[config.mk]
export PLATFORM = sky130hd
export DESIGN_NAME = reg_file
export DESIGN_NICKNAME = d
export VERILOG_FILES = /design/src/design/commit_pkg.sv /design/src/design/reg_file.sv
export SDC_FILE = /design/constraint.sdc
export NUM_CORES = 2
export LEC_CHECK = 0
export BUFFER_PORTS_ARGS = -buffer_cell sky130_fd_sc_hd__buf_2
export CORE_MARGIN = 2
export CORE_UTILIZATION = 60
export DETAILED_ROUTE_END_ITERATION = 8
export PLACE_DENSITY_LB_ADDON = 0.2
export SYNTH_ARGS = -nofsm -noshare
export SYNTH_HDL_FRONTEND = slang
export SYNTH_SLANG_ARGS = --single-unit
export TNS_END_PERCENT = 50
[constraint.sdc]
create_clock -name clk_i -period 1.8 [get_ports clk_i]
set_clock_uncertainty 0.05 [all_clocks]
set_input_delay 0 -clock clk_i [delete_from_list [all_inputs] [get_ports clk_i]]
set_output_delay 0 -clock clk_i [all_outputs]
set_load 0.005 [all_outputs]
[src/design/commit_pkg.sv]
// ################################################
// Shared sizes, enums and structs of the commit stage
// Head entries carry 64-bit pc and value fields
// regardless of the XLEN chosen at the top level
// Opcodes follow the RV64 major opcode map
// ################################################

package commit_pkg;

    // Instruction and index widths
    localparam int ILEN         = 32;
    localparam int REG_IDX_LEN  = 5;
    localparam int ROB_IDX_LEN  = 4;
    localparam int EXCEPT_LEN   = 4;

    // Default data width and fixed width of struct payloads
    localparam int XLEN_DEFAULT = 64;

    // Major opcode field in bits [6:0] of the instruction
    typedef enum logic [6:0] {
        LOAD      = 7'b0000011,
        STORE     = 7'b0100011,
        OP        = 7'b0110011,
        OP_IMM    = 7'b0010011,
        OP_32     = 7'b0111011,
        OP_IMM_32 = 7'b0011011,
        LUI       = 7'b0110111,
        AUIPC     = 7'b0010111,
        JAL       = 7'b1101111,
        JALR      = 7'b1100111,
        BRANCH    = 7'b1100011,
        LOAD_FP   = 7'b0000111,
        STORE_FP  = 7'b0100111,
        OP_FP     = 7'b1010011,
        MISC_MEM  = 7'b0001111,
        SYSTEM    = 7'b1110011
    } opcode_e;

    // Action taken when the head entry retires
    typedef enum logic [2:0] {
        CC_INT_WB,
        CC_FP_WB,
        CC_STORE,
        CC_NONE,
        CC_ILLEGAL
    } commit_class_e;

    // Exception handler states
    typedef enum logic {
        EH_IDLE,
        EH_TRAP
    } eh_state_e;

    // Entry at the head of the ROB
    typedef struct packed {
        logic [ILEN-1:0]         instruction;
        logic [XLEN_DEFAULT-1:0] pc;
        logic [REG_IDX_LEN-1:0]  rd_idx;
        logic [XLEN_DEFAULT-1:0] value;
        logic                    except_raised;
        logic [EXCEPT_LEN-1:0]   except_code;
    } rob_head_t;

    // Register file write request
    typedef struct packed {
        logic                    valid;
        logic [REG_IDX_LEN-1:0]  rd_idx;
        logic [XLEN_DEFAULT-1:0] data;
    } rf_wr_t;

    // Trap report towards the rest of the core
    typedef struct packed {
        logic                    valid;
        logic [EXCEPT_LEN-1:0]   cause;
        logic [XLEN_DEFAULT-1:0] pc;
        logic [ROB_IDX_LEN-1:0]  rob_idx;
    } trap_t;

endpackage

[src/design/reg_file.sv]
// ################################################
// Register file with one write and one read port
// 32 entries of XLEN bits, cleared on reset
// XLEN may not exceed the 64-bit request width
// ZERO_REG makes entry 0 a hardwired zero
// Read data is combinational
// ################################################

`timescale 1ns/10ps

module reg_file #(
    parameter int XLEN     = commit_pkg::XLEN_DEFAULT,
    parameter bit ZERO_REG = 1'b0
) (
    input  logic                               clk_i,
    input  logic                               arst_n_i,
    // Write request from the commit logic
    input  commit_pkg::rf_wr_t                 wr_i,
    // Read port
    input  logic [commit_pkg::REG_IDX_LEN-1:0] rs_idx_i,
    output logic [XLEN-1:0]                    rs_data_o
);

    localparam int NREGS = 2 ** commit_pkg::REG_IDX_LEN;

    logic [XLEN-1:0] regs_q [NREGS];
    logic            wr_zero;

    // Write aimed at the hardwired zero
    assign wr_zero = ZERO_REG && (wr_i.rd_idx == '0);

    always_ff @(posedge clk_i or negedge arst_n_i) begin
        if (!arst_n_i) begin
            for (int i = 0; i < NREGS; i++) begin
                regs_q[i] <= '0;
            end
        end else if (wr_i.valid && !wr_zero) begin
            regs_q[wr_i.rd_idx] <= wr_i.data[XLEN-1:0];
        end
    end

    // Entry 0 reads zero when hardwired
    always_comb begin
        if (ZERO_REG && (rs_idx_i == '0)) begin
            rs_data_o = '0;
        end else begin
            rs_data_o = regs_q[rs_idx_i];
        end
    end

    // Width check at elaboration
    if (XLEN < 1 || XLEN > commit_pkg::XLEN_DEFAULT) begin : g_bad_xlen
        $error("reg_file XLEN out of range");
    end

endmodule

* Yosys cells after proc, flatten, opt, wreduce, memory -nomap -nowiden
Index checks and enable logic that the tools add are counted.
** Storage, ports and cells
- Register bits after elaboration :: 2048
- Bits of input ports :: 77
** Cells by class
- Mux-type cells :: 6
- $lt $le $gt $ge :: 3
- Bitwise logic cells :: 2
- Reduce and logical (&&, ||, !) cells :: 1
** Operators with widths (number)
- bitwise mux 2048 bit :: 1
- binary-select mux 64 bit (select 5 bit) :: 1
- demux 64 bit (select 5 bit) :: 1
- 2-to-1 mux 64 bit :: 3
- greater-or-equal comparator 6 bit, second input constant :: 2
- NOT 5 -> 6 bit :: 2
- < comparator 6 x 1 -> 1 bit, second input constant :: 1
- logical AND 1 bit :: 1

* Longest topological paths before layout
- Word-level depth :: 6
- Depth in mapped cells :: 8

* Worst setup path after synthesis
OpenSTA, ideal clock, no wires.
- Path type :: input-to-reg
- Start :: in wr_i[65] (netlist bit)
- End :: reg regs_q[1259] (netlist bit)
- Required time :: 1625 ps
- Data arrival time :: 1436 ps
- Path slack :: 189 ps
- Stages on the path :: 6
- Buffers on the path :: 3
- Setup time :: 125 ps
- Cells stage by stage :: clkbuf_1 -> or3b_1 -> buf_2 -> nor2_8 -> buf_6 -> mux2_2
** Between the ends
- Cells in the longest elaborated chain, start to end :: 6
** Ends and longest elaborated chain
- start, declared :: RTL line reg_file.sv:18 : input commit_pkg::rf_wr_t wr_i,
- NOT 5 -> 6 bit (implied by the code) (*) :: RTL line reg_file.sv:38 : regs_q[wr_i.rd_idx] <= wr_i.data[XLEN-1:0];
- greater-or-equal comparator 6 bit (implied by the code) or < comparator 6 x 1 -> 1 bit (tied branches) :: RTL line reg_file.sv:38
- logical AND 1 bit (implied by the code) :: RTL line reg_file.sv:38
- 2-to-1 mux 64 bit (implied by the code) :: RTL line reg_file.sv:38
- demux 64 bit (select 5 bit) (*) :: RTL line reg_file.sv:38
- bitwise mux 2048 bit (*) :: RTL line reg_file.sv:38
- end signal, assigned by index :: RTL line reg_file.sv:38
- end, declared :: RTL line reg_file.sv:26 : logic [XLEN-1:0] regs_q [NREGS];
Mark *: on every way between the ends. The rest lies on a longest branch, timed or not.
A chain may end at the register's enable or synchronous reset.

* Worst setup path after layout
- Start :: reg regs_q[114] (netlist bit)
- End :: out rs_data_o[50]
** Between the ends
- Cells in the longest elaborated chain, start to end :: 3
** Ends and longest elaborated chain
- binary-select mux 64 bit (select 5 bit) :: RTL line reg_file.sv:47 : rs_data_o = regs_q[rs_idx_i];
- 2-to-1 mux 64 bit (implied by the code) (2 in a row) :: RTL line reg_file.sv:47
- end, declared :: RTL line reg_file.sv:21 : output logic [XLEN-1:0] rs_data_o
No other way between the ends. The select of a mux whose other input is x is not followed.

==> impl_results.md <==
* Kind of critical path: reg -> out
* CP endpoint kind: output port
* Cell type with the highest aggregate area in the netlist: sky130_fd_sc_hd__dfrtp_1
* Crit path launch type: flop
* Count of final max-slew check failures at 0
* Largest net degree at the start of global routing at 102
* Antenna violations before repair at 10
* Origin of the worst setup path: regs_q[114]
* Share of the synthesized area in the top cell type at 56.1%
* H-tree levels at 4
* Total of endpoints with negative setup slack in the final report at 64
* Post-route setup slack at -0.855 ns
* Placement Rows at 143
* Maximum capacitance violations at 0
* Largest cells by area after synthesis: sky130_fd_sc_hd__dfrtp_1, sky130_fd_sc_hd__mux2_2, sky130_fd_sc_hd__mux4_2
* Max IR drop VDD at 937 uV
* Highest clock rate at 377 MHz
* Area of the mapped netlist at 0.0914 mm^2
* Type of the worst min-delay path: in -> async
* Vias after detailed routing at 53300
* Total Power Consumption at 0.124 W
* Post-Synth Adder-Cell Area at 0%
* Crit path max-delay cell type: sky130_fd_sc_hd__mux4_2
* I/O Pins at 141
* Clock input transition at the sequential cells of the worst setup and hold paths at 0.06 ns
* Number of buffers added by the clock tree synthesis step at 207
* Starting Density at 60.3%
* Wire length of the first global-routing pass at 372000 um
* Gp weighted congestion at 0.817
* Hold violation total from the final report at 0
* Critical path depth at 5
* Biggest register: regs_q
* Post-Synthesis Net Count at 5693
* Net count reported at finish at 6050
* Data required, critical path at 1.75 ns
* Multi-input gate area at 0.0397 mm^2
* Overflow after GRT at 0
* Die outline width at 394 um
* Count of nets left with antenna violations after detail routing at 0
* Number of synthesized register bits at 2048
* Fraction of final layout cells sized beyond drive strength 1 at 61.3%
* Crit Path Max Fanout at 2
* Proportion of synthesized flip-flops having asynchronous set or reset at 100%
* Xor/xnor cell area share of the yosys netlist at 0%
* Via count normalized by instance count at 6.53
* Worst max-slew margin expressed relative to the limit at 51.9%
* Fillcell total at 9462
* Per-instance average area after synthesis at 16.3 um^2
* Maximum clock path buffer count at 3
* Clk Latency, worst-skew pair at 0.83 ns
* Complex-gate fraction of the synthesized area at 1.96%
* Primary FF master, synth: sky130_fd_sc_hd__dfrtp_1
* TritonRoute pass-1 iters at 5
* Worst reg-to-reg setup slack at 0.84 ns
* Total wire length after detailed routing at 245000 um
* Count of cell types in the netlist at 41
* Largest family of logic cells by synthesized area: multiplexers
* Final cycle utilization of the critical path at 148%
* Clock tree from TritonCTS: built
* Run status: complete, but fails checks
* Buffers plus inverters on the worst setup path at 1
* Setup slack at placement at -0.377 ns
* Cells along the critical path: mux4_2 -> mux2_2 -> nand2_1 -> nand4_1 -> buf_2
* Launch point of the worst reg-to-reg path: regs_q[182]
* First-iteration detailed-routing DRC count at 3959
* Largest registers: regs_q x2048
* Kind of cell with the highest combined delay on the critical path: multiplexers
* Number of cells traversed by the worst register-to-register path at 2
* Total area of sequential cells at 0.0512 mm^2
* Transition time at the pin with the least slew margin at 0.718 ns
* Min cycle time layout at 2.66 ns
* Flip-flop count of the largest register after layout at 2048
* Slowest stage delay, CP at 0.46 ns
* Dpl hpwl at 154000 um
* Area delta synth->final at 19.1%
* Violations in the final reports: setup timing
* Root Driver: sky130_fd_sc_hd__clkbuf_16
* Capture instance of the worst register-to-register path: regs_q[182]
* Data arrival, critical path at 2.61 ns
* Remaining design rule violation count at 0
* Count of flip-flops with a built-in enable after synthesis at 0
* Number of sinks driven by the clock tree at 2048
* Via count of the first global-routing pass at 57000
* Multiplexer share of the synthesized area at 37.8%
* Placeable core area at 0.152 mm^2
* Average detailed-routed wire length per instance at 29.9 um
* Number of instances in the synthesized netlist at 5616
* Overall die area at 0.155 mm^2
* Share of synthesized area occupied by flip-flops and latches at 56.1%
* PortBufs at 140
* Total GRT Usage at 32.0%
* Leakage dissipation at 48.9 nW
* Simple logic cell fraction of the synthesized area at 1.06%
* Floorplan die height at 394 um
* Count of yosys warnings during synthesis at 0
* Power per Cell Area at 1140 mW/mm^2
* RSZ-0062 raised after global routing: true
report_power, final:
part	internal [W]	total (W)	switching, W
logic	0.0127	0.0208	0.00807
registers	0.0550	0.0595	0.00452
clock network	0.0254	0.0437	0.0182
area by class of cell:
type / instances / area share (%)
sequential: 2048 / 47.1
tap: 2030 / 2.33
antenna: 3 / 0.00690
timing repair buffer: 715 / 7.77
clock inverter: 81 / 0.815
clock buffer: 297 / 5.55
multi-input combinational: 3001 / 36.5
through the flow:
step	setup TNS [ns]	hold slack, ns	instances	util, %	area [um^2]
final	-27.63	0.173	8175	71.8	109000
after global routing	-31.75	0.176	8174	71.8	109000
after CTS	-31.35	0.231	8175	71.4	108000
after detailed placement	-55.81	-0.0842	7735	65.4	99100
after global placement	-54.49	-0.0895	7735	65.4	99100
after floorplan	0	-0.346	5616	-	91400
how the worst max path moves through the flow:
stage,endpoint,slack [ns]
2_1_floorplan,regs_q[1259],0.19
3_3_place_gp,rs_data_o[17],-0.35
3_5_place_dp,rs_data_o[17],-0.38
4_1_cts,rs_data_o[54],-0.87
5_1_grt,rs_data_o[54],-0.97
6_report,rs_data_o[50],-0.86
cell families after synthesis:
group	after synthesis
simple gates	141
flops	2048
buf+inv	567
mux	2582
compound gates	278
repair_timing:
item | CTS | global route
hold buffers | 75 | 0
endpoints found under the setup margin | 64 | 167
pin swaps | 61 | 49
setup buffers | 14 | 8
gates resized for setup | 240 | 105
gates cloned | 0 | 0
endpoints found under the hold margin | 4096 | 0
synthesized netlist by cell type (5+ instances only):
library cell	count
sky130_fd_sc_hd__dfrtp_1	2048
sky130_fd_sc_hd__mux4_2	491
sky130_fd_sc_hd__mux2i_1	37
sky130_fd_sc_hd__a21oi_1	9
sky130_fd_sc_hd__nor2_2	8
sky130_fd_sc_hd__a22oi_1	19
sky130_fd_sc_hd__clkbuf_1	260
sky130_fd_sc_hd__buf_6	24
sky130_fd_sc_hd__o22ai_1	228
sky130_fd_sc_hd__nor2_1	5
sky130_fd_sc_hd__nand3b_1	5
sky130_fd_sc_hd__buf_2	211
sky130_fd_sc_hd__nand2_1	22
sky130_fd_sc_hd__mux2_2	1989
sky130_fd_sc_hd__nor4_1	53
sky130_fd_sc_hd__o221ai_1	9
sky130_fd_sc_hd__buf_1	6
sky130_fd_sc_hd__mux2_1	65
sky130_fd_sc_hd__buf_4	66
sky130_fd_sc_hd__a211oi_1	9
placed cells by master, fill, tap and decap left out, types with 30 or more instances in the layout:
cell,Yosys,final
sky130_fd_sc_hd__o22ai_2,0,118
sky130_fd_sc_hd__buf_12,0,255
sky130_fd_sc_hd__clkbuf_1,260,39
sky130_fd_sc_hd__mux2_1,65,65
sky130_fd_sc_hd__mux2i_1,37,37
sky130_fd_sc_hd__dlygate4sd3_1,0,72
sky130_fd_sc_hd__buf_4,66,242
sky130_fd_sc_hd__clkbuf_8,0,50
sky130_fd_sc_hd__o22ai_4,0,49
sky130_fd_sc_hd__dfrtp_1,2048,2048
sky130_fd_sc_hd__o22ai_1,228,61
sky130_fd_sc_hd__clkbuf_16,0,208
sky130_fd_sc_hd__clkinv_2,0,49
sky130_fd_sc_hd__mux4_2,491,491
sky130_fd_sc_hd__nor4_2,0,30
sky130_fd_sc_hd__buf_2,211,134
sky130_fd_sc_hd__mux2_2,1989,1988
worst reg2reg max path: stages (launching register included):
cell                      delay [ns]
sky130_fd_sc_hd__dfrtp_1        0.40
sky130_fd_sc_hd__buf_4          0.14
sky130_fd_sc_hd__mux2_2         0.26
routing by layer:
metal / vias up / wire, um / track usage, % / share of wire [%]
li1: 21900 / - / - / -
met1: 29500 / 106000 / 46.3 / 43
met2: 1488 / 117000 / 50.4 / 48
met3: 454 / 13800 / 5.39 / 5.6
met4: 8 / 7420 / 9.97 / 3.0
met5: - / 54 / 0 / 0.022
Note: power is estimated with default switching activity, not from simulation.
