### src/design/commit_pkg.sv
// ################################################
// Shared sizes, enums and structs of the commit stage
// Head entries carry 64-bit pc and value fields
// regardless of the XLEN chosen at the top level
// Opcodes follow the RV64 major opcode map
// ################################################

package commit_pkg;

    // Instruction and index widths
    localparam int ILEN         = 32;
    localparam int REG_IDX_LEN  = 5;
    localparam int ROB_IDX_LEN  = 4;
    localparam int EXCEPT_LEN   = 4;

    // Default data width and fixed width of struct payloads
    localparam int XLEN_DEFAULT = 64;

    // Major opcode field in bits [6:0] of the instruction
    typedef enum logic [6:0] {
        LOAD      = 7'b0000011,
        STORE     = 7'b0100011,
        OP        = 7'b0110011,
        OP_IMM    = 7'b0010011,
        OP_32     = 7'b0111011,
        OP_IMM_32 = 7'b0011011,
        LUI       = 7'b0110111,
        AUIPC     = 7'b0010111,
        JAL       = 7'b1101111,
        JALR      = 7'b1100111,
        BRANCH    = 7'b1100011,
        LOAD_FP   = 7'b0000111,
        STORE_FP  = 7'b0100111,
        OP_FP     = 7'b1010011,
        MISC_MEM  = 7'b0001111,
        SYSTEM    = 7'b1110011
    } opcode_e;

    // Action taken when the head entry retires
    typedef enum logic [2:0] {
        CC_INT_WB,
        CC_FP_WB,
        CC_STORE,
        CC_NONE,
        CC_ILLEGAL
    } commit_class_e;

    // Exception handler states
    typedef enum logic {
        EH_IDLE,
        EH_TRAP
    } eh_state_e;

    // Entry at the head of the ROB
    typedef struct packed {
        logic [ILEN-1:0]         instruction;
        logic [XLEN_DEFAULT-1:0] pc;
        logic [REG_IDX_LEN-1:0]  rd_idx;
        logic [XLEN_DEFAULT-1:0] value;
        logic                    except_raised;
        logic [EXCEPT_LEN-1:0]   except_code;
    } rob_head_t;

    // Register file write request
    typedef struct packed {
        logic                    valid;
        logic [REG_IDX_LEN-1:0]  rd_idx;
        logic [XLEN_DEFAULT-1:0] data;
    } rf_wr_t;

    // Trap report towards the rest of the core
    typedef struct packed {
        logic                    valid;
        logic [EXCEPT_LEN-1:0]   cause;
        logic [XLEN_DEFAULT-1:0] pc;
        logic [ROB_IDX_LEN-1:0]  rob_idx;
    } trap_t;

endpackage

### src/design/commit_decoder.sv
// ################################################
// Commit decoder for the ROB head instruction
// Pure combinational, classification by opcode only
// Unknown opcodes come out as CC_ILLEGAL
// Only stores can be held back, by the store buffer
// ################################################

`timescale 1ns/10ps

module commit_decoder (
    // Instruction at the head of the ROB
    input  logic [commit_pkg::ILEN-1:0] instruction_i,
    // Store buffer is retiring the matching store
    input  logic                        sb_store_committing_i,
    // Commit action and readiness
    output commit_pkg::commit_class_e   class_o,
    output logic                        comm_possible_o
);

    // Major opcode seen through the enum
    commit_pkg::opcode_e opcode;

    assign opcode = commit_pkg::opcode_e'(instruction_i[6:0]);

    // Opcode to commit class
    always_comb begin
        case (opcode)
            // Integer results, rd = x0 still counts as a write
            commit_pkg::LOAD,
            commit_pkg::OP,
            commit_pkg::OP_IMM,
            commit_pkg::OP_32,
            commit_pkg::OP_IMM_32,
            commit_pkg::LUI,
            commit_pkg::AUIPC,
            commit_pkg::JAL,
            commit_pkg::JALR: begin
                class_o = commit_pkg::CC_INT_WB;
            end
            // Floating-point results
            // FP compares and moves to x regs are not split out
            commit_pkg::LOAD_FP,
            commit_pkg::OP_FP: begin
                class_o = commit_pkg::CC_FP_WB;
            end
            // Stores of either kind
            commit_pkg::STORE,
            commit_pkg::STORE_FP: begin
                class_o = commit_pkg::CC_STORE;
            end
            // Nothing to write back
            commit_pkg::BRANCH,
            commit_pkg::MISC_MEM,
            commit_pkg::SYSTEM: begin
                class_o = commit_pkg::CC_NONE;
            end
            default: begin
                class_o = commit_pkg::CC_ILLEGAL;
            end
        endcase
    end

    // A store waits for the store buffer
    // All other classes retire right away
    assign comm_possible_o = (class_o != commit_pkg::CC_STORE) | sb_store_committing_i;

endmodule

### src/design/except_handler.sv
// ################################################
// Exception handler of the commit stage
// Takes one excepting head entry at a time
// Trap report and flush last exactly one cycle
// No new entry may be taken while a trap is out
// ################################################

`timescale 1ns/10ps

module except_handler (
    input  logic                               clk_i,
    input  logic                               arst_n_i,
    // Excepting entry popped this cycle
    input  logic                               take_i,
    input  commit_pkg::rob_head_t              head_i,
    input  logic [commit_pkg::ROB_IDX_LEN-1:0] head_idx_i,
    // Handler status and trap outputs
    output logic                               busy_o,
    output commit_pkg::trap_t                  trap_o,
    output logic                               flush_o
);

    commit_pkg::eh_state_e state_q;
    commit_pkg::eh_state_e state_d;

    // Captured trap information
    logic [commit_pkg::EXCEPT_LEN-1:0]   cause_q;
    logic [commit_pkg::XLEN_DEFAULT-1:0] pc_q;
    logic [commit_pkg::ROB_IDX_LEN-1:0]  idx_q;

    // Next state
    always_comb begin
        state_d = state_q;
        case (state_q)
            commit_pkg::EH_IDLE: begin
                if (take_i) begin
                    state_d = commit_pkg::EH_TRAP;
                end
            end
            // Single cycle in trap, then back to idle
            commit_pkg::EH_TRAP: begin
                state_d = commit_pkg::EH_IDLE;
            end
            default: begin
                state_d = commit_pkg::EH_IDLE;
            end
        endcase
    end

    // State and trap capture
    always_ff @(posedge clk_i or negedge arst_n_i) begin
        if (!arst_n_i) begin
            state_q <= commit_pkg::EH_IDLE;
            cause_q <= '0;
            pc_q    <= '0;
            idx_q   <= '0;
        end else begin
            state_q <= state_d;
            if (take_i) begin
                cause_q <= head_i.except_code;
                pc_q    <= head_i.pc;
                idx_q   <= head_idx_i;
            end
        end
    end

    // Outputs follow the state directly
    assign busy_o        = (state_q == commit_pkg::EH_TRAP);
    assign flush_o       = busy_o;
    assign trap_o.valid  = busy_o;
    assign trap_o.cause  = cause_q;
    assign trap_o.pc     = pc_q;
    assign trap_o.rob_idx = idx_q;

    // Commit logic must stall the ROB while a trap is reported
    a_no_take_in_trap: assert property (@(posedge clk_i) disable iff (!arst_n_i)
        (state_q == commit_pkg::EH_TRAP) |-> !take_i)
        else $error("exception taken while a trap is still being reported");

endmodule

### src/design/commit_logic.sv
// ################################################
// Commit logic for the ROB head entry
// Pop means valid and ready high in the same cycle
// Register files always accept a write
// One rd index and value feed both register files
// Data above XLEN is cleared before the write
// ################################################

`timescale 1ns/10ps

module commit_logic #(
    parameter int XLEN = commit_pkg::XLEN_DEFAULT
) (
    input  logic                               clk_i,
    input  logic                               arst_n_i,
    // ROB handshake and head entry
    input  logic                               rob_valid_i,
    input  commit_pkg::rob_head_t              rob_head_i,
    input  logic [commit_pkg::ROB_IDX_LEN-1:0] rob_head_idx_i,
    output logic                               rob_ready_o,
    // Store buffer condition
    input  logic                               sb_store_committing_i,
    // Register file write requests
    output commit_pkg::rf_wr_t                 int_wr_o,
    output commit_pkg::rf_wr_t                 fp_wr_o,
    // Trap report and pipeline flush
    output commit_pkg::trap_t                  trap_o,
    output logic                               rob_flush_o
);

    // Keeps only the low XLEN bits of a value
    localparam logic [commit_pkg::XLEN_DEFAULT-1:0] DATA_MASK =
        {commit_pkg::XLEN_DEFAULT{1'b1}} >> (commit_pkg::XLEN_DEFAULT - XLEN);

    commit_pkg::commit_class_e cd_class;
    logic                      cd_comm_possible;
    logic                      eh_busy;
    logic                      eh_take;
    logic                      pop;
    logic                      wb_en;
    commit_pkg::rf_wr_t        int_wr;
    commit_pkg::rf_wr_t        fp_wr;

    commit_decoder u_commit_decoder (
        .instruction_i         (rob_head_i.instruction),
        .sb_store_committing_i (sb_store_committing_i),
        .class_o               (cd_class),
        .comm_possible_o       (cd_comm_possible)
    );

    except_handler u_except_handler (
        .clk_i      (clk_i),
        .arst_n_i   (arst_n_i),
        .take_i     (eh_take),
        .head_i     (rob_head_i),
        .head_idx_i (rob_head_idx_i),
        .busy_o     (eh_busy),
        .trap_o     (trap_o),
        .flush_o    (rob_flush_o)
    );

    // Excepting entries skip the store buffer wait
    assign rob_ready_o = rob_valid_i & ~eh_busy
                       & (rob_head_i.except_raised | cd_comm_possible);
    assign pop         = rob_valid_i & rob_ready_o;

    // Popped entry either writes back or traps
    assign wb_en   = pop & ~rob_head_i.except_raised;
    assign eh_take = pop & rob_head_i.except_raised;

    // Same index and data towards both files
    // Illegal entries get no valid and retire like CC_NONE
    assign int_wr.valid  = wb_en & (cd_class == commit_pkg::CC_INT_WB);
    assign int_wr.rd_idx = rob_head_i.rd_idx;
    assign int_wr.data   = rob_head_i.value & DATA_MASK;
    assign fp_wr.valid   = wb_en & (cd_class == commit_pkg::CC_FP_WB);
    assign fp_wr.rd_idx  = rob_head_i.rd_idx;
    assign fp_wr.data    = rob_head_i.value & DATA_MASK;

    assign int_wr_o = int_wr;
    assign fp_wr_o  = fp_wr;

    // Decoder classes are exclusive, so at most one file is written
    a_one_file_write: assert property (@(posedge clk_i) disable iff (!arst_n_i)
        !(int_wr.valid && fp_wr.valid))
        else $error("integer and FP register files written in the same cycle");

    // ROB stays stalled for the whole trap report
    a_no_pop_in_trap: assert property (@(posedge clk_i) disable iff (!arst_n_i)
        eh_busy |-> !rob_ready_o)
        else $error("ROB popped while a trap is being reported");

    // An unknown opcode must come with an exception from upstream
    a_no_illegal_retire: assert property (@(posedge clk_i) disable iff (!arst_n_i)
        wb_en |-> (cd_class != commit_pkg::CC_ILLEGAL))
        else $error("illegal instruction retired without an exception");

endmodule

### config.mk
export PLATFORM = sky130hd
export DESIGN_NAME = commit_logic
export DESIGN_NICKNAME = d
export VERILOG_FILES = /design/src/design/commit_pkg.sv /design/src/design/commit_decoder.sv /design/src/design/except_handler.sv /design/src/design/commit_logic.sv
export SDC_FILE = /design/constraint.sdc
export NUM_CORES = 1
export LEC_CHECK = 0
export ABC_AREA = 1
export ABC_CLOCK_PERIOD_IN_PS = 2850
export BUFFER_PORTS_ARGS = -buffer_cell sky130_fd_sc_hd__buf_2
export CORE_AREA = 5 5 151 153
export DETAILED_ROUTE_END_ITERATION = 6
export DIE_AREA = 0 0 156 158
export GPL_TIMING_DRIVEN = 0
export MAX_ROUTING_LAYER = met4
export PLACE_DENSITY = 0.5
export REMOVE_ABC_BUFFERS = 1
export SYNTH_ARGS = -nofsm -noshare
export SYNTH_HDL_FRONTEND = slang
export SYNTH_SLANG_ARGS = --single-unit
### constraint.sdc
create_clock -name clk_i -period 2.85 [get_ports clk_i]
set_input_delay 0.4275 -clock clk_i [delete_from_list [all_inputs] [get_ports clk_i]]
set_output_delay 0.4275 -clock clk_i [all_outputs]
set_load 0.02 [all_outputs]
After elaboration in Yosys (flattened, before gate mapping)

Cells that the tools add are included.

Bits of input ports: 178
Bits in registers: 73
Output and inout bits: 215

Reduce and logical (&&, ||, !) cells: 5
Equality and inequality tests: 18
Bitwise gates (word level): 11
Muxes and demuxes: 3

Operators by type and width:

| operator             | number |
|---|---|
| $eq A7 B6 Y1 const B | 5 |
| $eq A7 B7 Y1 const B | 5 |
| $eq A7 B5 Y1 const B | 3 |
| $pmux W3 S4          | 1 |
| $reduce_or A9 Y1     | 1 |
| $and A1 B1 Y1        | 7 |
| $eq A7 B2 Y1 const B | 1 |
| $eq A7 B3 Y1 const B | 1 |
| $eq A7 B4 Y1 const B | 1 |
| $reduce_or A2 Y1     | 2 |
| $eq A3 B1 Y1 const B | 1 |
| $logic_not A3 Y1     | 1 |
| $ne A3 B2 Y1 const B | 1 |
| $reduce_or A3 Y1     | 1 |
| $not A1 Y1           | 2 |
| $or A1 B1 Y1         | 2 |
| $pmux W1 S2          | 1 |
| $mux W1              | 1 |

Longest topological paths before layout

Gate-level depths: netlist of run 1.

Word-level depth: 11
Mapped depth: 9
Depth with buffers taken out: 9

Modules after synthesis

A second synthesis of run 1 with hierarchy kept.

Cells, all modules: 498
Area, all modules: 4051.4 um^2

By module, submodules not included:

| module         | seq. area each (um^2) | area an instance (um^2) | instances | cells an instance |
|---|---|---|---|---|
| except_handler | 1826.8                | 2792.7                  | 1         | 308 |
| commit_logic   | 0.0                   | 1097.3                  | 1         | 151 |
| commit_decoder | 0.0                   | 161.4                   | 1         | 39 |

Worst setup path before layout of run 1

OpenSTA, ideal clock, no wires.

Path type: input -> output
Start point: input port rob_head_i[139] (netlist bit)
End point: output port int_wr_o[69] (netlist bit)
Data arrival time: 1.099 ns
Path slack: 1.324 ns
Path buffers: 0
Data required time: 2.423 ns
Stages: 8
Cell sequence: nand2_1 nor2_1 nand2_1 nand2_1 nor2_1 nand3_1 nand2_1 inv_1

RTL lines:

| item        | RTL line           | text |
|---|---|---|
| from (decl) | commit_logic.sv:18 | `input commit_pkg::rob_head_t rob_head_i,` |
| to (decl)   | commit_logic.sv:24 | `output commit_pkg::rf_wr_t int_wr_o,` |

Final worst setup path of run 1

Start point: register u_except_handler.state_q, in the netlist u_except_handler.busy_o
End point: register u_except_handler.pc_q[57] (netlist bit)

Longest elaborated chain between the ends: 5

Ends and longest elaborated chain:

| item                   | RTL line             | text |
|---|---|---|
| from (decl)            | except_handler.sv:23 | `commit_pkg::eh_state_e state_q;` |
| from (signal assigned) | except_handler.sv:53 | `state_q <= commit_pkg::EH_IDLE;` |
| from (signal assigned) | except_handler.sv:58 | `state_q <= state_d;` |
| $not A1 Y1             | --                   |  |
| $and A1 B1 Y1          | commit_logic.sv:63   | `assign rob_ready_o = rob_valid_i & ~eh_busy` |
| $and A1 B1 Y1          | commit_logic.sv:64   | `& (rob_head_i.except_raised \| cd_comm_possible);` |
| $and A1 B1 Y1          | commit_logic.sv:65   | `assign pop = rob_valid_i & rob_ready_o;` |
| $and A1 B1 Y1          | commit_logic.sv:69   | `assign eh_take = pop & rob_head_i.except_raised;` |
| to (signal assigned)   | except_handler.sv:61 | `pc_q <= head_i.pc;` |
| to (decl)              | except_handler.sv:28 | `logic [commit_pkg::XLEN_DEFAULT-1:0] pc_q;` |

Every way passes these cells.
A chain may end at the register's enable or synchronous reset.

==> flow_metrics.env, run 1 <==
export IMPL_critPathSlowestCell="inv_4"
export IMPL_rsz0062_at_grt="no"
export IMPL_cp_arrival_ps=2730
export IMPL_p_leak_nw=2.50
export IMPL_cts_resized=0
export IMPL_cts_root_buf="clkbuf_16"
export IMPL_die_area_um2=24600
export IMPL_grt_pass1_vias=3078
export IMPL_drt_iter0_drc=149
export IMPL_synth_distinct_cells=13
export IMPL_post_cts_buffers=0
export IMPL_yosysSeqAreaShare_pct=45.6
export IMPL_crit_path_frequent_cell="nand2_1"
export IMPL_ir_drop_mv=0.264
export IMPL_critical_path_class="reg -> reg"
export IMPL_powerDensity_nw_per_um2=707
export IMPL_worstMarginPinSlew_ps=911
export IMPL_clkLatencyLatePin_ps=350
export IMPL_synthXorXnorAreaFrac_pct=0
export IMPL_synth_cell_area_um2=4000
export IMPL_remaining_drc_errors=0
export IMPL_finClkSkew_ps=6.35
export IMPL_pwr_share_comb_pct=22.3
export IMPL_dpl_hpwl_mm=20.7
export IMPL_synthToLayoutAreaGrowth_pct=8.34
export IMPL_syn_mean_instance_area_um2=8.06
export IMPL_hp_class="in -> async"
export IMPL_crit_fanout=73
export IMPL_viasPerCell=3.95
export IMPL_tns_ps=0
export IMPL_drt_wl_total_mm=24.9
export IMPL_slew_headroom_pct=39.3
export IMPL_grt_use_total_pct=20.3
export IMPL_worst_ep_required_time_ps=3120
export IMPL_power_switching_mw=1.05
export IMPL_grt_overflow_total=0
export IMPL_row_count=54
export IMPL_cts_made_buffers=9
export IMPL_grt_max_degree=74
export IMPL_setup_viol=0
export IMPL_path_cells="nor2_4 > nand2_4 > inv_4 > nand2_1 > nand2_1"
export IMPL_cts_max_level=3
export IMPL_yosysWarnings=0
export IMPL_p_int_mw=2.02
export IMPL_status="finished clean"
export IMPL_grt_pass1_wl_mm=31.7
export IMPL_fin_crit_ps=2460
export IMPL_cp_top_family="simple AND/OR/NAND/NOR gates"
export IMPL_power_switching_share_pct=34.2
export IMPL_placed_cell_area_um2=4050
export IMPL_place_ws_ps=225
export IMPL_pwr_share_seq_pct=41.4
export IMPL_slowest_delay_ps=840
export IMPL_netlist_instances=497
export IMPL_cts_clk_slew_worst_paths_ps=60
export IMPL_setup_slack_ps=394
export IMPL_cts_max_path_buffers=2
export IMPL_layout_nets=694
export IMPL_critPathCaptureType="flop"
export IMPL_synthAdderAreaFrac_pct=0
export IMPL_synth_simple_area_share_pct=24.7
export IMPL_first_pass_iters=4
export IMPL_startpoint_type="flop"
export IMPL_place_port_buffers=160
export IMPL_post_drt_wl_per_cell_um=31.0
export IMPL_die_w_um=156
export IMPL_dieHeight_um=158
export IMPL_cap_violations=0
export IMPL_final_layout_size_suffix_gt1_share_pct=34.4
export IMPL_numClockSinks=73
export IMPL_fin_area_um2=4340
export IMPL_cts_tree="done"
export IMPL_cts_hold_buf=0
export IMPL_io_pins=393
export IMPL_synth_compound_area_share_pct=0.313
export IMPL_synth_top_family_by_area="buffers and inverters"
export IMPL_synth_area_mux_share_pct=0
export IMPL_antenna_left=0
export IMPL_finalPower_mw=3.07
export IMPL_antenna_found_initial=3
export IMPL_clockPowerShare_pct=36.3
export IMPL_place_gp_congestion=0.799
export IMPL_fin_crit_sh_pct=86.2
export IMPL_final_hold_viol_count=0
export IMPL_floorplan_initialDensity_pct=18.7
export IMPL_max_freq_ghz=0.407
export IMPL_num_vias=3172
export IMPL_crit_buf_inv=1
export IMPL_coreArea_um2=21400
export IMPL_ys_seq_elements=73
export IMPL_report_final_slew_viol_count=0
==> per-layer routing <==
layer | GRT usage (%) | wire, um | vias up
met5 | - | 0 | -
met4 | 2.50 | 116 | 0
met1 | 17.5 | 7530 | 1360
met3 | 26.2 | 7090 | 14
met2 | 28.0 | 10200 | 412
li1 | - | - | 1386
==> power groups by stage <==
stage                     sequential, mW  clock [mW]  combinational, mW
final                               1.27        1.11              0.683
after global routing                1.29        1.20              0.758
after CTS                           1.27        1.16              0.700
after detailed placement            1.28           0              0.702
after global placement              1.28           0              0.692
after floorplan                     1.49           0              0.165
==> synthesized netlist by cell type <==
cell	number	share of area, %
nand2_1	237	22
buf_4	146	27
dfrtp_1	73	46
nor2_1	14	1.3
inv_1	10	0.94
buf_2	7	0.87
nand3_1	3	0.37
nor3_1	2	0.25
a21oi_1	1	0.12
inv_4	1	0.16
nand2_4	1	0.28
nor2_4	1	0.28
o21a_1	1	0.19
==> through the flow <==
| stage | instances | hold slack (ps) | utilization (%) |
|---|---|---|---|
| after floorplan | 344 | 132 | - |
| after global placement | 784 | 459 | 18.8 |
| after detailed placement | 785 | 434 | 18.9 |
| after CTS | 801 | 50.7 | 20.2 |
| after global routing | 803 | 62.0 | 20.3 |
| final | 803 | 39.0 | 20.3 |
==> state kept, by name, indices dropped and copies added (netlist names) <==
register and cells:
u_except_handler.idx_q 4, u_except_handler.cause_q 4, u_except_handler.pc_q 64, u_except_handler.busy_o 1
==> placed cells by master, fill, tap and decap left out, types with 2 or more instances in the layout <==
cell type     n
inv_1        10
nor3_1        2
dfrtp_1      73
inv_6         2
clkinv_4      2
clkbuf_16     9
clkinvlp_4    2
nor2_1       14
nand2_1     237
nand3_1       3
buf_2       159
diode_2       2
==> final timing paths <==
check | slack (ps) | depth (start not counted) | endpoint | startpoint
min in group clk_i | 270 | 3 | u_except_handler.cause_q[1]$_DFFE_PN0P_ | rob_head_i[1]
max | 390 | 5 | u_except_handler.pc_q[57]$_DFFE_PN0P_ | u_except_handler.busy_o$_DFF_PN0_
min | 40 | 1 | u_except_handler.cause_q[0]$_DFFE_PN0P_ | arst_n_i
min reg2reg | 470 | 2 | u_except_handler.pc_q[39]$_DFFE_PN0P_ | u_except_handler.pc_q[39]$_DFFE_PN0P_
max reg2reg | 390 | 5 | u_except_handler.pc_q[57]$_DFFE_PN0P_ | u_except_handler.busy_o$_DFF_PN0_
max in group asynchronous | 2210 | 2 | u_except_handler.busy_o$_DFF_PN0_ | arst_n_i
==> final cells by class <==
| cell class | instances | area [um2] |
|---|---|---|
| Sequential cell | 73 | 1830 |
| Inverter | 11 | 43.8 |
| Clock inverter | 6 | 50.0 |
| Tap cell | 280 | 350 |
| Fill cell | 2398 | 17100 |
| Multi-Input combinational cell | 260 | 1000 |
| Clock buffer | 10 | 229 |
| Antenna cell | 2 | 5.00 |
| Timing Repair Buffer | 161 | 831 |
==> logic make-up (layout without fill, tap and decap cells) <==
family                 after synthesis  count (layout)
and+or+nand+nor                    258             258
buffers and inverters              164             188
DFF                                 73              73
AOI/OAI and AO/OA                    2               2
other                                0               2
Note: power is estimated with default switching activity, not from simulation.
==> run 2: changes to the inputs <==
BUFFER_PORTS_ARGS = unset   (was -buffer_cell sky130_fd_sc_hd__buf_2)
CORE_AREA = 5 5 150 152   (was 5 5 151 153)
DIE_AREA = 0 0 155 157   (was 0 0 156 158)
DONT_BUFFER_PORTS = 1   (was unset)
PLACE_DENSITY = 0.34   (was 0.5)
==> run 2 against run 1 <==
Effect of this change: final area down 18%; die area decreased by 1.3%; critical path depth is the same; register-to-register slack improved by 40 ps; final cell count down 21%; combinational power shrank 66%; clock skew increased by 6.3 ps; clock-buffer cell count is 1 lower; non-clock buffer count decreased by 159; worst setup slack better by 43 ps; sequential power up 21%; critical path type unchanged.
==> flow_metrics.env, run 2 (same netlist as run 1, synthesis figures left out) <==
export IMPL_fin_crit_sh_pct=84.7
export IMPL_finClkSkew_ps=12.6
export IMPL_grt_use_total_pct=20.5
export IMPL_regMostFlops="u_except_handler.pc_q"
export IMPL_post_drt_wl_per_cell_um=39.2
export IMPL_reg2reg_depth=5
export IMPL_cts_root_buf="clkbuf_16"
export IMPL_p_leak_nw=1.85
export IMPL_grt_overflow_total=0
export IMPL_grt_max_degree=74
export IMPL_final_layout_size_suffix_gt1_share_pct=5.52
export IMPL_dpl_hpwl_mm=20.7
export IMPL_worstMarginPinSlew_ps=894
export IMPL_grt_pass1_vias=2667
export IMPL_die_w_um=155
export IMPL_critical_path_class="reg -> reg"
export IMPL_setup_viol=0
export IMPL_viasPerCell=4.20
export IMPL_synthToLayoutAreaGrowth_pct=-10.9
export IMPL_coreArea_um2=20900
export IMPL_fin_crit_ps=2410
export IMPL_whs_path_depth=2
export IMPL_layout_nets=535
export IMPL_crit_fanout=73
export IMPL_largest_reg_flops=64
export IMPL_cp_arrival_ps=2700
export IMPL_io_pins=393
export IMPL_critPathSlowestCell="inv_6"
export IMPL_crit_buf_inv=1
export IMPL_antenna_left=0
export IMPL_slowest_delay_ps=700
export IMPL_grt_pass1_wl_mm=31.3
export IMPL_n_antenna_cell=0
export IMPL_numClockSinks=73
export IMPL_status="finished clean"
export IMPL_clkLatencyLatePin_ps=340
export IMPL_first_pass_iters=5
export IMPL_cts_clk_slew_worst_paths_ps=70
export IMPL_cts_max_path_buffers=2
export IMPL_place_gp_congestion=0.844
export IMPL_drt_wl_total_mm=25.0
export IMPL_cap_violations=0
export IMPL_num_vias=2677
export IMPL_cts_max_level=3
export IMPL_path_cells="nor2_4 > nand2_4 > inv_6 > nand2_1 > nand2_1"
export IMPL_critPathCaptureType="flop"
export IMPL_drt_iter0_drc=122
export IMPL_hp_class="in -> reg"
export IMPL_remaining_drc_errors=0
export IMPL_antenna_found_initial=0
export IMPL_ff2ff_setup_slack_ps=440
export IMPL_cts_tree="done"
export IMPL_mostFrequentLayoutCells="nand2_1, dfrtp_1, nor2_1"
export IMPL_regArea_um2=1830
export IMPL_crit_path_frequent_cell="nand2_1"
export IMPL_report_final_slew_viol_count=0
export IMPL_slew_headroom_pct=40.4
export IMPL_startpoint_type="flop"
export IMPL_holdPathEnd="u_except_handler.pc_q[20]$_DFFE_PN0P_"
export IMPL_final_hold_viol_count=0
export IMPL_ir_drop_mv=0.322
export IMPL_cts_made_buffers=9
export IMPL_worst_ep_required_time_ps=3140
export IMPL_multiInputGateArea_um2=1000
export IMPL_reg_top3="u_except_handler.pc_q: 64 flops, u_except_handler.cause_q: 4 flops, u_except_handler.idx_q: 4 flops"
export IMPL_rsz0062_at_grt="no"
export IMPL_tns_ps=0
export IMPL_die_area_um2=24300
export IMPL_n_fill_cell=2351
export IMPL_place_port_buffers=0
export IMPL_max_freq_ghz=0.414
export IMPL_final_common_cell="nand2_1"
export IMPL_r2r_end="u_except_handler.pc_q[51]$_DFFE_PN0P_"
export IMPL_dieHeight_um=157
export IMPL_holdWs_ps=189
export IMPL_powerDensity_nw_per_um2=842
export IMPL_cp_top_family="simple AND/OR/NAND/NOR gates"
export IMPL_regToRegStartpoint="u_except_handler.busy_o$_DFF_PN0_"
export IMPL_row_count=53
export IMPL_floorplan_initialDensity_pct=19.2
export IMPL_hp_start="rob_head_i[94]"
==> run 2: how the worst max path moves through the flow <==
stage	from	endpoint	slack (ps)	cells after the start
floorplan	u_except_handler.busy_o$_DFF_PN0_	u_except_handler.cause_q[0]$_DFFE_PN0P_	1120	5
global placement	u_except_handler.busy_o$_DFF_PN0_	u_except_handler.pc_q[51]$_DFFE_PN0P_	280	5
detailed placement	u_except_handler.busy_o$_DFF_PN0_	u_except_handler.pc_q[51]$_DFFE_PN0P_	220	5
CTS	u_except_handler.busy_o$_DFF_PN0_	u_except_handler.pc_q[51]$_DFFE_PN0P_	200	5
global route	u_except_handler.busy_o$_DFF_PN0_	u_except_handler.pc_q[51]$_DFFE_PN0P_	90	5
finish	u_except_handler.busy_o$_DFF_PN0_	u_except_handler.pc_q[51]$_DFFE_PN0P_	440	5
==> run 2: what timing repair did <==
action / CTS / global route
gates resized for setup: 0 / 1
buffers inserted: 0 / 0
endpoints found under the setup margin: 0 / 16
hold endpoints to repair: 73 / 0
hold buffers: 2 / 0
==> run 2: where the power goes <==
part           total, mW  leakage, nW  internal (mW)  switching, mW
clock               1.23        0.149          0.697          0.533
combinational      0.231        0.793         0.0805          0.151
sequential          1.54        0.906           1.19          0.355
total               3.00         1.85           1.97           1.04
==> run 2: per-stage QoR <==
stage	utilization, %	instance area, um2	power (mW)	setup WS (ps)	cells
after detailed placement	15.4	3220	1.77	220	619
after global routing	17.1	3570	3.17	91.3	637
after floorplan	-	2870	1.65	1120	344
after CTS	17.1	3560	3.07	202	637
after global placement	15.4	3220	1.77	278	619
final	17.1	3570	3.00	437	637
==> run 2: layout make-up <==
type,instances,area share [%]
Clock buffer,9,6.32
Sequential cell,73,51.2
Timing Repair Buffer,2,1.05
Inverter,11,1.30
Multi-Input combinational cell,260,28.1
Tap cell,275,9.65
Clock inverter,7,2.35
==> run 2: layer usage <==
layer,wire (um),GRT usage (%),vias to the layer above
met5,0,-,-
li1,-,-,1063
met4,131,2.73,0
met3,7350,27.3,16
met2,9990,27.2,401
met1,7520,18.1,1197
